**src/verilog/periph_pkg.sv**
```systemverilog
//////////////////////////////
// peripheral subsystem package
// bus widths, address map, register
// offsets and response codes
//////////////////////////////
`default_nettype none

package periph_pkg;

    localparam int unsigned ADDR_W = 32;           // one bus word
    localparam int unsigned DATA_W = 32;

    typedef enum logic [1:0] {
        RESP_OKAY   = 2'b00,
        RESP_DECERR = 2'b11                        // no slave at this slot
    } axi_resp_e;

    // slot = address bits 15..12
    localparam logic [3:0] SLOT_GPIO = 4'd0;
    localparam logic [3:0] SLOT_TIM0 = 4'd1;
    localparam logic [3:0] SLOT_TIM1 = 4'd2;

    localparam logic [11:0] GPIO_OUT_OFS  = 12'h000;
    localparam logic [11:0] GPIO_IN_OFS   = 12'h004;
    localparam logic [11:0] GPIO_STAT_OFS = 12'h008; // write 1 to clear
    localparam logic [11:0] GPIO_IEN_OFS  = 12'h00C;

    localparam logic [11:0] TIM_CTRL_OFS  = 12'h000;
    localparam logic [11:0] TIM_LOAD_OFS  = 12'h004;
    localparam logic [11:0] TIM_COUNT_OFS = 12'h008; // read only
    localparam logic [11:0] TIM_STAT_OFS  = 12'h00C; // bit 0 expired, w1c

    localparam int unsigned CTRL_EN   = 0;
    localparam int unsigned CTRL_AUTO = 1;         // reload on expiry
    localparam int unsigned CTRL_IEN  = 2;

    // decoder looks at slot, register blocks at offset
    typedef union packed {
        logic [ADDR_W-1:0] raw;
        struct packed {
            logic [15:0] unused;
            logic [3:0]  slot;
            logic [11:0] offset;
        } fld;
    } periph_addr_u;

endpackage : periph_pkg

`default_nettype wire

```
**src/verilog/axilite_if.sv**
```systemverilog
//////////////////////////////
// AXI-lite link between decoder
// and one register block
//////////////////////////////
`default_nettype none

interface axilite_if;
    import periph_pkg::*;

    logic [ADDR_W-1:0] aw_addr;
    logic              aw_valid;
    logic              aw_ready;
    logic [DATA_W-1:0] w_data;                     // always a full word
    logic              w_valid;
    logic              w_ready;
    axi_resp_e         b_resp;
    logic              b_valid;
    logic              b_ready;
    logic [ADDR_W-1:0] ar_addr;
    logic              ar_valid;
    logic              ar_ready;
    logic [DATA_W-1:0] r_data;
    axi_resp_e         r_resp;
    logic              r_valid;
    logic              r_ready;

    modport master (
        output aw_addr, aw_valid, w_data, w_valid, b_ready, ar_addr, ar_valid, r_ready,
        input  aw_ready, w_ready, b_resp, b_valid, ar_ready, r_data, r_resp, r_valid
    );

    modport slave (
        input  aw_addr, aw_valid, w_data, w_valid, b_ready, ar_addr, ar_valid, r_ready,
        output aw_ready, w_ready, b_resp, b_valid, ar_ready, r_data, r_resp, r_valid
    );

endinterface : axilite_if

`default_nettype wire

```
**src/verilog/gpio_regs.sv**
```systemverilog
//////////////////////////////
// GPIO register block
// output latch, 2-flop input sync,
// change status with w1c and irq enable
//////////////////////////////
`default_nettype none

module gpio_regs #(
    parameter int unsigned NUM_IN  = 8,
    parameter int unsigned NUM_OUT = 8
) (
    input  logic               clock_i,
    input  logic               rst_i,
    axilite_if.slave           bus_s,
    input  logic [NUM_IN-1:0]  gpio_in_i,
    output logic [NUM_OUT-1:0] gpio_out_o,
    output logic               irq_o
);
    import periph_pkg::*;

    periph_addr_u       wr_addr;
    periph_addr_u       rd_addr;
    logic               wr_hs, rd_hs;
    logic               b_valid_q, r_valid_q;
    logic [DATA_W-1:0]  r_data_q;
    logic [DATA_W-1:0]  rd_word;
    logic [NUM_OUT-1:0] out_q;
    logic [NUM_IN-1:0]  meta_q, sync_q, prev_q;   // sync chain + edge detect
    logic [NUM_IN-1:0]  stat_q, ien_q;
    logic [NUM_IN-1:0]  changed, stat_clr;

    assign wr_addr.raw = bus_s.aw_addr;
    assign rd_addr.raw = bus_s.ar_addr;

    // one transaction per channel at a time
    assign wr_hs = bus_s.aw_valid & bus_s.w_valid & ~b_valid_q;
    assign rd_hs = bus_s.ar_valid & ~r_valid_q;

    assign bus_s.aw_ready = wr_hs;
    assign bus_s.w_ready  = wr_hs;
    assign bus_s.b_valid  = b_valid_q;
    assign bus_s.b_resp   = RESP_OKAY;             // unknown offsets are ignored
    assign bus_s.ar_ready = rd_hs;
    assign bus_s.r_valid  = r_valid_q;
    assign bus_s.r_data   = r_data_q;
    assign bus_s.r_resp   = RESP_OKAY;

    assign changed    = sync_q ^ prev_q;
    assign stat_clr   = (wr_hs && wr_addr.fld.offset == GPIO_STAT_OFS) ?
                        bus_s.w_data[NUM_IN-1:0] : '0;
    assign gpio_out_o = out_q;
    assign irq_o      = |(stat_q & ien_q);         // same cycle as status

    always_comb begin
        case (rd_addr.fld.offset)
            GPIO_OUT_OFS:  rd_word = DATA_W'(out_q);
            GPIO_IN_OFS:   rd_word = DATA_W'(sync_q);
            GPIO_STAT_OFS: rd_word = DATA_W'(stat_q);
            GPIO_IEN_OFS:  rd_word = DATA_W'(ien_q);
            default:       rd_word = '0;
        endcase
    end

    always_ff @(posedge clock_i) begin
        if (rst_i) begin
            meta_q    <= '0;
            sync_q    <= '0;
            prev_q    <= '0;
            out_q     <= '0;
            stat_q    <= '0;
            ien_q     <= '0;
            b_valid_q <= 1'b0;
            r_valid_q <= 1'b0;
            r_data_q  <= '0;
        end else begin
            meta_q <= gpio_in_i;
            sync_q <= meta_q;
            prev_q <= sync_q;
            stat_q <= (stat_q & ~stat_clr) | changed;  // new edge beats clear
            if (wr_hs && wr_addr.fld.offset == GPIO_OUT_OFS) begin
                out_q <= bus_s.w_data[NUM_OUT-1:0];
            end
            if (wr_hs && wr_addr.fld.offset == GPIO_IEN_OFS) begin
                ien_q <= bus_s.w_data[NUM_IN-1:0];
            end
            if (wr_hs) begin
                b_valid_q <= 1'b1;
            end else if (bus_s.b_ready) begin
                b_valid_q <= 1'b0;
            end
            if (rd_hs) begin
                r_valid_q <= 1'b1;
                r_data_q  <= rd_word;              // held until r_ready
            end else if (bus_s.r_ready) begin
                r_valid_q <= 1'b0;
            end
        end
    end

endmodule : gpio_regs

`default_nettype wire

```
**src/verilog/periph_decoder.sv**
```systemverilog
//////////////////////////////
// AXI-lite slot decoder
// routes each request to one block by
// address bits 15..12, steers the response
// back, answers DECERR for empty slots
//////////////////////////////
`default_nettype none

module periph_decoder (
    input  logic                          clock_i,
    input  logic                          rst_i,
    input  logic [periph_pkg::ADDR_W-1:0] s_axil_aw_addr_i,
    input  logic                          s_axil_aw_valid_i,
    output logic                          s_axil_aw_ready_o,
    input  logic [periph_pkg::DATA_W-1:0] s_axil_w_data_i,
    input  logic                          s_axil_w_valid_i,
    output logic                          s_axil_w_ready_o,
    output periph_pkg::axi_resp_e         s_axil_b_resp_o,
    output logic                          s_axil_b_valid_o,
    input  logic                          s_axil_b_ready_i,
    input  logic [periph_pkg::ADDR_W-1:0] s_axil_ar_addr_i,
    input  logic                          s_axil_ar_valid_i,
    output logic                          s_axil_ar_ready_o,
    output logic [periph_pkg::DATA_W-1:0] s_axil_r_data_o,
    output periph_pkg::axi_resp_e         s_axil_r_resp_o,
    output logic                          s_axil_r_valid_o,
    input  logic                          s_axil_r_ready_i,
    axilite_if.master                     gpio_m,
    axilite_if.master                     tim0_m,
    axilite_if.master                     tim1_m
);
    import periph_pkg::*;

    localparam logic [1:0] SEL_ERR = 2'd3;         // internal error responder

    // slot number to port index
    function automatic logic [1:0] slot_sel(input logic [ADDR_W-1:0] addr);
        periph_addr_u a;
        a.raw = addr;
        case (a.fld.slot)
            SLOT_GPIO: slot_sel = 2'd0;
            SLOT_TIM0: slot_sel = 2'd1;
            SLOT_TIM1: slot_sel = 2'd2;
            default:   slot_sel = SEL_ERR;
        endcase
    endfunction

    logic [1:0]        aw_sel, ar_sel;             // slot of the live request
    logic [1:0]        wr_sel_q, rd_sel_q;         // slot owning the response
    logic [3:0]        wr_req, rd_req;             // one-hot, blocked while resp held
    logic [3:0]        wr_own, rd_own;             // one-hot of the latched slot
    logic [3:0]        aw_rdy, w_rdy, b_vld, ar_rdy, r_vld;
    axi_resp_e         b_rsp [4];
    axi_resp_e         r_rsp [4];
    logic [DATA_W-1:0] r_dat [4];
    logic              de_wr_hs, de_rd_hs;
    logic              de_b_valid_q, de_r_valid_q;

    assign aw_sel = slot_sel(s_axil_aw_addr_i);
    assign ar_sel = slot_sel(s_axil_ar_addr_i);
    assign wr_req = s_axil_b_valid_o ? 4'b0000 : (4'b0001 << aw_sel);
    assign rd_req = s_axil_r_valid_o ? 4'b0000 : (4'b0001 << ar_sel);
    assign wr_own = 4'b0001 << wr_sel_q;
    assign rd_own = 4'b0001 << rd_sel_q;

    //////////////////////////////
    // requests out
    //////////////////////////////
    assign gpio_m.aw_addr  = s_axil_aw_addr_i;
    assign gpio_m.aw_valid = s_axil_aw_valid_i & wr_req[0];
    assign gpio_m.w_data   = s_axil_w_data_i;
    assign gpio_m.w_valid  = s_axil_w_valid_i & wr_req[0];
    assign gpio_m.b_ready  = s_axil_b_ready_i & wr_own[0];
    assign gpio_m.ar_addr  = s_axil_ar_addr_i;
    assign gpio_m.ar_valid = s_axil_ar_valid_i & rd_req[0];
    assign gpio_m.r_ready  = s_axil_r_ready_i & rd_own[0];

    assign tim0_m.aw_addr  = s_axil_aw_addr_i;
    assign tim0_m.aw_valid = s_axil_aw_valid_i & wr_req[1];
    assign tim0_m.w_data   = s_axil_w_data_i;
    assign tim0_m.w_valid  = s_axil_w_valid_i & wr_req[1];
    assign tim0_m.b_ready  = s_axil_b_ready_i & wr_own[1];
    assign tim0_m.ar_addr  = s_axil_ar_addr_i;
    assign tim0_m.ar_valid = s_axil_ar_valid_i & rd_req[1];
    assign tim0_m.r_ready  = s_axil_r_ready_i & rd_own[1];

    assign tim1_m.aw_addr  = s_axil_aw_addr_i;
    assign tim1_m.aw_valid = s_axil_aw_valid_i & wr_req[2];
    assign tim1_m.w_data   = s_axil_w_data_i;
    assign tim1_m.w_valid  = s_axil_w_valid_i & wr_req[2];
    assign tim1_m.b_ready  = s_axil_b_ready_i & wr_own[2];
    assign tim1_m.ar_addr  = s_axil_ar_addr_i;
    assign tim1_m.ar_valid = s_axil_ar_valid_i & rd_req[2];
    assign tim1_m.r_ready  = s_axil_r_ready_i & rd_own[2];

    // error responder takes the handshake itself
    assign de_wr_hs = s_axil_aw_valid_i & s_axil_w_valid_i & wr_req[SEL_ERR];
    assign de_rd_hs = s_axil_ar_valid_i & rd_req[SEL_ERR];

    //////////////////////////////
    // responses back
    //////////////////////////////
    assign aw_rdy = {de_wr_hs, tim1_m.aw_ready, tim0_m.aw_ready, gpio_m.aw_ready};
    assign w_rdy  = {de_wr_hs, tim1_m.w_ready, tim0_m.w_ready, gpio_m.w_ready};
    assign b_vld  = {de_b_valid_q, tim1_m.b_valid, tim0_m.b_valid, gpio_m.b_valid};
    assign ar_rdy = {de_rd_hs, tim1_m.ar_ready, tim0_m.ar_ready, gpio_m.ar_ready};
    assign r_vld  = {de_r_valid_q, tim1_m.r_valid, tim0_m.r_valid, gpio_m.r_valid};
    assign b_rsp  = '{gpio_m.b_resp, tim0_m.b_resp, tim1_m.b_resp, RESP_DECERR};
    assign r_rsp  = '{gpio_m.r_resp, tim0_m.r_resp, tim1_m.r_resp, RESP_DECERR};
    assign r_dat  = '{gpio_m.r_data, tim0_m.r_data, tim1_m.r_data, '0};

    assign s_axil_aw_ready_o = aw_rdy[aw_sel];
    assign s_axil_w_ready_o  = w_rdy[aw_sel];
    assign s_axil_b_valid_o  = b_vld[wr_sel_q];
    assign s_axil_b_resp_o   = b_rsp[wr_sel_q];
    assign s_axil_ar_ready_o = ar_rdy[ar_sel];
    assign s_axil_r_valid_o  = r_vld[rd_sel_q];
    assign s_axil_r_resp_o   = r_rsp[rd_sel_q];
    assign s_axil_r_data_o   = r_dat[rd_sel_q];

    always_ff @(posedge clock_i) begin
        if (rst_i) begin
            wr_sel_q     <= '0;
            rd_sel_q     <= '0;
            de_b_valid_q <= 1'b0;
            de_r_valid_q <= 1'b0;
        end else begin
            if (s_axil_aw_valid_i && s_axil_aw_ready_o) begin
                wr_sel_q <= aw_sel;                // remember who answers b
            end
            if (s_axil_ar_valid_i && s_axil_ar_ready_o) begin
                rd_sel_q <= ar_sel;
            end
            if (de_wr_hs) begin
                de_b_valid_q <= 1'b1;
            end else if (s_axil_b_ready_i && wr_own[SEL_ERR]) begin
                de_b_valid_q <= 1'b0;
            end
            if (de_rd_hs) begin
                de_r_valid_q <= 1'b1;
            end else if (s_axil_r_ready_i && rd_own[SEL_ERR]) begin
                de_r_valid_q <= 1'b0;
            end
        end
    end

endmodule : periph_decoder

`default_nettype wire

```
**src/verilog/peripheral_bus.sv**
```systemverilog
//////////////////////////////
// peripheral bus top
// AXI-lite slave port, slot decoder,
// GPIO block and two interval timers
// int_o = {tim1, tim0, gpio}
//////////////////////////////
`default_nettype none

module peripheral_bus #(
    parameter int unsigned NUM_GPIO_IN  = 8,
    parameter int unsigned NUM_GPIO_OUT = 8,
    parameter int unsigned TIMER_W      = 32
) (
    input  logic                          clock_i,
    input  logic                          rst_i,
    // AXI-lite slave from the host
    input  logic [periph_pkg::ADDR_W-1:0] s_axil_aw_addr_i,
    input  logic                          s_axil_aw_valid_i,
    output logic                          s_axil_aw_ready_o,
    input  logic [periph_pkg::DATA_W-1:0] s_axil_w_data_i,
    input  logic                          s_axil_w_valid_i,
    output logic                          s_axil_w_ready_o,
    output periph_pkg::axi_resp_e         s_axil_b_resp_o,
    output logic                          s_axil_b_valid_o,
    input  logic                          s_axil_b_ready_i,
    input  logic [periph_pkg::ADDR_W-1:0] s_axil_ar_addr_i,
    input  logic                          s_axil_ar_valid_i,
    output logic                          s_axil_ar_ready_o,
    output logic [periph_pkg::DATA_W-1:0] s_axil_r_data_o,
    output periph_pkg::axi_resp_e         s_axil_r_resp_o,
    output logic                          s_axil_r_valid_o,
    input  logic                          s_axil_r_ready_i,
    // pins
    input  logic [NUM_GPIO_IN-1:0]        gpio_in_i,
    output logic [NUM_GPIO_OUT-1:0]       gpio_out_o,
    output logic [2:0]                    int_o
);

    axilite_if gpio_bus ();                        // slot 0
    axilite_if tim0_bus ();                        // slot 1
    axilite_if tim1_bus ();                        // slot 2

    logic gpio_irq;
    logic tim0_irq;
    logic tim1_irq;

    assign int_o = {tim1_irq, tim0_irq, gpio_irq};

    periph_decoder decoder_u (
        .clock_i           ( clock_i           ),
        .rst_i             ( rst_i             ),
        .s_axil_aw_addr_i  ( s_axil_aw_addr_i  ),
        .s_axil_aw_valid_i ( s_axil_aw_valid_i ),
        .s_axil_aw_ready_o ( s_axil_aw_ready_o ),
        .s_axil_w_data_i   ( s_axil_w_data_i   ),
        .s_axil_w_valid_i  ( s_axil_w_valid_i  ),
        .s_axil_w_ready_o  ( s_axil_w_ready_o  ),
        .s_axil_b_resp_o   ( s_axil_b_resp_o   ),
        .s_axil_b_valid_o  ( s_axil_b_valid_o  ),
        .s_axil_b_ready_i  ( s_axil_b_ready_i  ),
        .s_axil_ar_addr_i  ( s_axil_ar_addr_i  ),
        .s_axil_ar_valid_i ( s_axil_ar_valid_i ),
        .s_axil_ar_ready_o ( s_axil_ar_ready_o ),
        .s_axil_r_data_o   ( s_axil_r_data_o   ),
        .s_axil_r_resp_o   ( s_axil_r_resp_o   ),
        .s_axil_r_valid_o  ( s_axil_r_valid_o  ),
        .s_axil_r_ready_i  ( s_axil_r_ready_i  ),
        .gpio_m            ( gpio_bus          ),
        .tim0_m            ( tim0_bus          ),
        .tim1_m            ( tim1_bus          )
    );

    gpio_regs #(
        .NUM_IN  ( NUM_GPIO_IN  ),
        .NUM_OUT ( NUM_GPIO_OUT )
    ) gpio_u (
        .clock_i    ( clock_i    ),
        .rst_i      ( rst_i      ),
        .bus_s      ( gpio_bus   ),
        .gpio_in_i  ( gpio_in_i  ),                // async pins, synced inside
        .gpio_out_o ( gpio_out_o ),
        .irq_o      ( gpio_irq   )
    );

    timer_regs #(.TIMER_W(TIMER_W)) tim0_u (
        .clock_i ( clock_i  ),
        .rst_i   ( rst_i    ),
        .bus_s   ( tim0_bus ),
        .irq_o   ( tim0_irq )
    );

    timer_regs #(.TIMER_W(TIMER_W)) tim1_u (
        .clock_i ( clock_i  ),
        .rst_i   ( rst_i    ),
        .bus_s   ( tim1_bus ),
        .irq_o   ( tim1_irq )
    );

endmodule : peripheral_bus

`default_nettype wire

```
**src/verilog/timer_counter.sv**
```systemverilog
//////////////////////////////
// timer down counter
// load, decrement, expiry pulse at zero
//////////////////////////////
`default_nettype none

module timer_counter #(
    parameter int unsigned TIMER_W = 32
) (
    input  logic               clock_i,
    input  logic               rst_i,
    input  logic               load_i,
    input  logic [TIMER_W-1:0] load_value_i,       // also the reload value
    input  logic               enable_i,
    input  logic               auto_reload_i,
    output logic [TIMER_W-1:0] count_o,
    output logic               expired_o
);

    logic [TIMER_W-1:0] count_q;

    assign count_o   = count_q;
    assign expired_o = enable_i & (count_q == '0);  // one cycle at zero

    always_ff @(posedge clock_i) begin
        if (rst_i) begin
            count_q <= '0;
        end else if (load_i) begin
            count_q <= load_value_i;
        end else if (expired_o) begin
            if (auto_reload_i) begin
                count_q <= load_value_i;           // else hold at zero
            end
        end else if (enable_i) begin
            count_q <= count_q - 1'b1;
        end
    end

endmodule : timer_counter

`default_nettype wire

```
**src/verilog/timer_regs.sv**
```systemverilog
//////////////////////////////
// interval timer register block
// CTRL, LOAD, COUNT and STAT over AXI-lite
//////////////////////////////
`default_nettype none

module timer_regs #(
    parameter int unsigned TIMER_W = 32
) (
    input  logic     clock_i,
    input  logic     rst_i,
    axilite_if.slave bus_s,
    output logic     irq_o
);
    import periph_pkg::*;

    periph_addr_u        wr_addr;
    periph_addr_u        rd_addr;
    logic                wr_hs, rd_hs;
    logic                b_valid_q, r_valid_q;
    logic [DATA_W-1:0]   r_data_q;
    logic [DATA_W-1:0]   rd_word;
    logic [CTRL_IEN:0]   ctrl_q;                   // {ien, auto, en}
    logic [TIMER_W-1:0]  load_q;
    logic [TIMER_W-1:0]  load_value;
    logic [TIMER_W-1:0]  count;
    logic                stat_q;                   // expired flag
    logic                load_wr, ctrl_wr, stat_clr, expired;

    assign wr_addr.raw = bus_s.aw_addr;
    assign rd_addr.raw = bus_s.ar_addr;
    assign wr_hs = bus_s.aw_valid & bus_s.w_valid & ~b_valid_q;
    assign rd_hs = bus_s.ar_valid & ~r_valid_q;

    assign bus_s.aw_ready = wr_hs;
    assign bus_s.w_ready  = wr_hs;
    assign bus_s.b_valid  = b_valid_q;
    assign bus_s.b_resp   = RESP_OKAY;
    assign bus_s.ar_ready = rd_hs;
    assign bus_s.r_valid  = r_valid_q;
    assign bus_s.r_data   = r_data_q;
    assign bus_s.r_resp   = RESP_OKAY;

    assign load_wr    = wr_hs && (wr_addr.fld.offset == TIM_LOAD_OFS);
    assign ctrl_wr    = wr_hs && (wr_addr.fld.offset == TIM_CTRL_OFS);
    assign stat_clr   = wr_hs && (wr_addr.fld.offset == TIM_STAT_OFS) && bus_s.w_data[0];
    assign load_value = load_wr ? bus_s.w_data[TIMER_W-1:0] : load_q;  // write goes straight in
    assign irq_o      = stat_q & ctrl_q[CTRL_IEN];

    timer_counter #(.TIMER_W(TIMER_W)) counter_u (
        .clock_i       ( clock_i           ),
        .rst_i         ( rst_i             ),
        .load_i        ( load_wr           ),
        .load_value_i  ( load_value        ),
        .enable_i      ( ctrl_q[CTRL_EN]   ),
        .auto_reload_i ( ctrl_q[CTRL_AUTO] ),
        .count_o       ( count             ),
        .expired_o     ( expired           )
    );

    always_comb begin
        case (rd_addr.fld.offset)
            TIM_CTRL_OFS:  rd_word = DATA_W'(ctrl_q);
            TIM_LOAD_OFS:  rd_word = DATA_W'(load_q);
            TIM_COUNT_OFS: rd_word = DATA_W'(count);
            TIM_STAT_OFS:  rd_word = DATA_W'(stat_q);
            default:       rd_word = '0;
        endcase
    end

    always_ff @(posedge clock_i) begin
        if (rst_i) begin
            ctrl_q    <= '0;
            load_q    <= '0;
            stat_q    <= 1'b0;
            b_valid_q <= 1'b0;
            r_valid_q <= 1'b0;
            r_data_q  <= '0;
        end else begin
            if (expired && !ctrl_q[CTRL_AUTO]) begin
                ctrl_q[CTRL_EN] <= 1'b0;           // one-shot stops itself
            end
            if (ctrl_wr) begin
                ctrl_q <= bus_s.w_data[CTRL_IEN:0];
            end
            if (load_wr) begin
                load_q <= bus_s.w_data[TIMER_W-1:0];
            end
            stat_q <= (stat_q & ~stat_clr) | expired;
            if (wr_hs) begin
                b_valid_q <= 1'b1;
            end else if (bus_s.b_ready) begin
                b_valid_q <= 1'b0;
            end
            if (rd_hs) begin
                r_valid_q <= 1'b1;
                r_data_q  <= rd_word;
            end else if (bus_s.r_ready) begin
                r_valid_q <= 1'b0;
            end
        end
    end

endmodule : timer_regs

`default_nettype wire
```
**config.mk**
```make
export PLATFORM = sky130hd
export DESIGN_NAME = peripheral_bus
export DESIGN_NICKNAME = d
export VERILOG_FILES = /design/src/verilog/periph_pkg.sv /design/src/verilog/axilite_if.sv /design/src/verilog/gpio_regs.sv /design/src/verilog/periph_decoder.sv /design/src/verilog/peripheral_bus.sv /design/src/verilog/timer_counter.sv /design/src/verilog/timer_regs.sv
export SDC_FILE = /design/constraint.sdc
export NUM_CORES = 1
export LEC_CHECK = 0
export BUFFER_PORTS_ARGS = -buffer_cell sky130_fd_sc_hd__buf_2
export CAP_MARGIN = 0
export CORE_UTILIZATION = 40
export DETAILED_ROUTE_END_ITERATION = 16
export PLACE_DENSITY = 0.62
export SYNTH_ARGS = -nofsm -noshare
export SYNTH_HDL_FRONTEND = slang
export SYNTH_SLANG_ARGS = --single-unit
export TNS_END_PERCENT = 100
```
**constraint.sdc**
```tcl
create_clock -name clock_i -period 2.95 [get_ports clock_i]
set_clock_uncertainty 0.2 [all_clocks]
set_input_delay 0 -clock clock_i [delete_from_list [all_inputs] [get_ports clock_i]]
set_output_delay 0 -clock clock_i [all_outputs]
set_load 0.005 [all_outputs]
```
==> metrics.yaml <==
path_depth: 7
clock_latency_ps: 560
ant_nets: 0
synth_cell_types: 76
path_class: "flip-flop to output port"
hpwl_mm: 32.2
layout_setup_ws_ps: -2.16
fin_setup_tns_ps: -2.16
worstSetupEndpoint: "s_axil_ar_ready_o"
slew-limit-headroom: 0.499
cts_max_level: 1
tightest_slew_ps: 751
dpl-instance-area_sq_um: 15100
period_minus_slack_ps: 2950
drc: 0
synth_ff_type: "dfxtp_1"
track_usage: 0.282
gp_congestion: 0.938
fp.dieH_microns: 185
crit_path_max_incr_delay_ps: 510
num_rows: 66
reg2regPathDepth: 6
worstHoldPathType: "primary input to flip-flop"
crit_arrival_ps: 2750
core_area_sq_um: 32800
grt_pass1_wl_mm: 75.0
yosysWarnings: 0
drt_iter0_markers: 1078
regArea_sq_um: 5370
cts_buffers: 30
place.port_buffers: 130
hold_depth: 7
crit_chain: "mux4_2 -> or4b_4 -> buf_6 -> nor4b_4 -> buf_12 -> or4_4 -> buf_6"
power_density_nw_per_um2: 464
cp.buffers_inverters: 3
clkSlewWorstSetupHoldPaths_ps: 60
hold_viol: 0
antenna_cells: 0
wirelength_mm: 48.2
setup_viol: 1
synth_nets: 1784
num_io_pins: 163
fin_area_sq_um: 17100
rsz0062_at_grt: "yes"
drv_slew: 0
async_reset_ff_frac: 0
first_global_vias: 13100
syn_area_per_cell_sq_um: 8.04
cts_root_buffer: "clkbuf_16"
cap_violations: 0
cts_tree: "yes"
startpoint: "decoder_u.rd_sel_q[1]$_SDFFE_PP0P_"
crit_slowest_cell: "mux4_2"
die_x_microns: 185
max_clock_freq_ghz: 0.339
ys_ff_latch: 268
wl_per_cell_microns: 20.4
status: "complete, but fails checks"
violations: "setup timing"
antenna_found_initial: 0
start_kind: "flip-flop"
drt-vias-per-instance: 5.81
r2r-end: "tim0_u.bus_s.r_data[12]$_SDFFE_PP0P_"
grt_max_degree: 143
worstPathMaxFanout: 5
final_nets: 2013
end_kind: "output port"
netlist_instances: 1669
reg2reg_slack_ps: -2
vias: 13700
synth-edff-count: 0
crit_top_cell: "buf_6"
post-route-period-util: 1.00
synthToLayoutAreaGrowth_pct: 27.6
r2r-start: "decoder_u.rd_sel_q[1]$_SDFFE_PP0P_"
crit_family: "simple AND/OR/NAND/NOR gates"
cts_sinks: 268
drive_gt1_frac: 0.189
multi_input_area_sq_um: 7550
cts_max_path_buffers: 3
die_area_sq_um: 34300
fin_cells: 2360
fillers: 3114
vdd_drop_max_uv: 450
overflow: 0
leakagePower_nw: 6.72
syn_area_sq_um: 13400
start_util: 0.410
first_pass_iters: 5
ys_seq_area_frac: 0.400
dpl.cell_count: 2207
required_ps: 2750
hp-start: "s_axil_aw_addr_i[7]"
[final cells by class]
| type | instances | share of cell area |
|---|---|---|
| clock buffer | 45 | 0.0507 |
| timing repair buffer | 332 | 0.152 |
| inverter | 26 | 0.00570 |
| sequential | 268 | 0.313 |
| clock inverter | 7 | 0.00511 |
| tap | 442 | 0.0323 |
| multi-input combinational | 1240 | 0.441 |
[cells in the mapped netlist (all sizes together) (16+ instances only)]
| master | instances | share of area |
|---|---|---|
| a22o | 57 | 0.037 |
| a221oi | 30 | 0.032 |
| nor2 | 150 | 0.042 |
| nor2b | 34 | 0.016 |
| nand3 | 21 | 0.0078 |
| buf | 22 | 0.0094 |
| mux2i | 39 | 0.029 |
| nor3 | 82 | 0.031 |
| a21oi | 169 | 0.063 |
| nand2 | 248 | 0.069 |
| a2bb2oi | 16 | 0.010 |
| dfxtp | 268 | 0.40 |
| or3 | 17 | 0.0083 |
| clkbuf | 113 | 0.032 |
| nand4 | 20 | 0.0093 |
| mux2 | 16 | 0.013 |
| o21ai | 104 | 0.039 |
| nor4 | 31 | 0.016 |
| inv | 26 | 0.0073 |
[state kept, by name (all words and copies together) (netlist names), 32 cells and up]
signal,flops
tim0_u.bus_s.r_data,32
tim0_u.counter_u.count_o,32
tim0_u.load_q,32
tim1_u.bus_s.r_data,32
tim1_u.counter_u.count_o,32
tim1_u.load_q,32
[metrics by stage]
step | power, mW | setup WS (ps) | hold slack (ps) | utilization
3_3_place_gp | 4.18 | 65.8 | 13.3 | 0.459
4_1_cts | 7.97 | -14.5 | 3.75 | 0.521
5_1_grt | 8.15 | -98.4 | 61.1 | 0.523
2_1_floorplan | 3.97 | 5.34 | -93.0 | -
3_5_place_dp | 4.19 | 8.10 | 20.6 | 0.459
6_report | 7.95 | -2.16 | 26.1 | 0.523
[where the power goes]
| part | switching, mW | leakage [nW] | internal (mW) |
|---|---|---|---|
| combinational | 0.301 | 4.08 | 0.229 |
| sequential | 0.0293 | 2.17 | 3.66 |
| clock | 1.54 | 0.467 | 2.18 |
[cell families (layout without fill, tap and decap cells)]
logic type	Yosys count	count (layout)	share of synthesized area
and+or+nand+nor	673	673	0.240
AOI/OAI and AO/OA	487	487	0.249
DFF	268	268	0.400
buffers and inverters	161	410	0.0483
muxes	58	58	0.0475
xor gates and xnor gates	18	18	0.0117
adders and majority gates	4	4	0.00373
[cells in the final DEF, fill, tap and decap left out, types with 7 or more instances in the layout]
cell type      netlist  final
a211oi_1            15     15
a21oi_1            169    169
a221oi_2            26     29
a22o_1              57     57
a22oi_1             14     14
a2bb2oi_1           16     16
and2_1              10     10
and3_1               7      7
buf_12               0     11
buf_2               11    128
buf_4                8     94
clkbuf_1           113     10
clkbuf_16            0     31
dfxtp_1            268    267
dlygate4sd3_1        0     94
inv_1               26     26
mux2_2              16     16
mux2i_1             39     39
nand2_1            248    248
nand2b_1             7      7
nand3_1             21     19
nand4_1             20     20
nor2_1             150    148
nor2b_1             34     31
nor3_1              81     77
nor3b_1             11     11
nor4_1              29     28
o21ai_0             97     97
o21ai_1              7      7
o22a_1               9      9
or3_1               16     16
or4_1                9      7
xnor2_1              7      7
xor2_1              11     11
[how the worst min path moves through the flow]
stage	to	slack (ps)
finish	tim0_u.ctrl_q[1]$_SDFFE_PP0P_	30
global route	tim1_u.ctrl_q[1]$_SDFFE_PP0P_	60
CTS	tim0_u.ctrl_q[1]$_SDFFE_PP0P_	4
detailed placement	gpio_u.meta_q[0]$_SDFF_PP0_	20
global placement	gpio_u.meta_q[6]$_SDFF_PP0_	10
floorplan	tim1_u.counter_u.count_o[4]$_SDFFE_PP0P_	-90
[repair_timing]
action	in CTS	in global routing
resized for setup	5	10
setup endpoints to repair	2	63
buffers inserted	4	1
gates cloned	2	0
pin swaps	2	3
hold buffers	94	0
endpoints found under the hold margin	224	0
[worst reg2reg max path, cell delays in order (launching register included)]
cell and delay, ps:
dfxtp_2 330, mux4_2 510, or4b_4 510, or4b_2 700, buf_12 220, a221oi_2 260
nor3_1 70
[metal layers]
metal  track usage  part of all wire  routed length (microns)  vias to the layer above
li1              -                 -                        -                     6497
met1         0.379              0.44                    21100                     6559
met2         0.453              0.45                    21600                      575
met3        0.0348             0.071                     3440                       87
met4         0.120             0.042                     2030                        0
met5             0                 0                        0                        -
No activity file was read; power rests on OpenSTA's default activity.
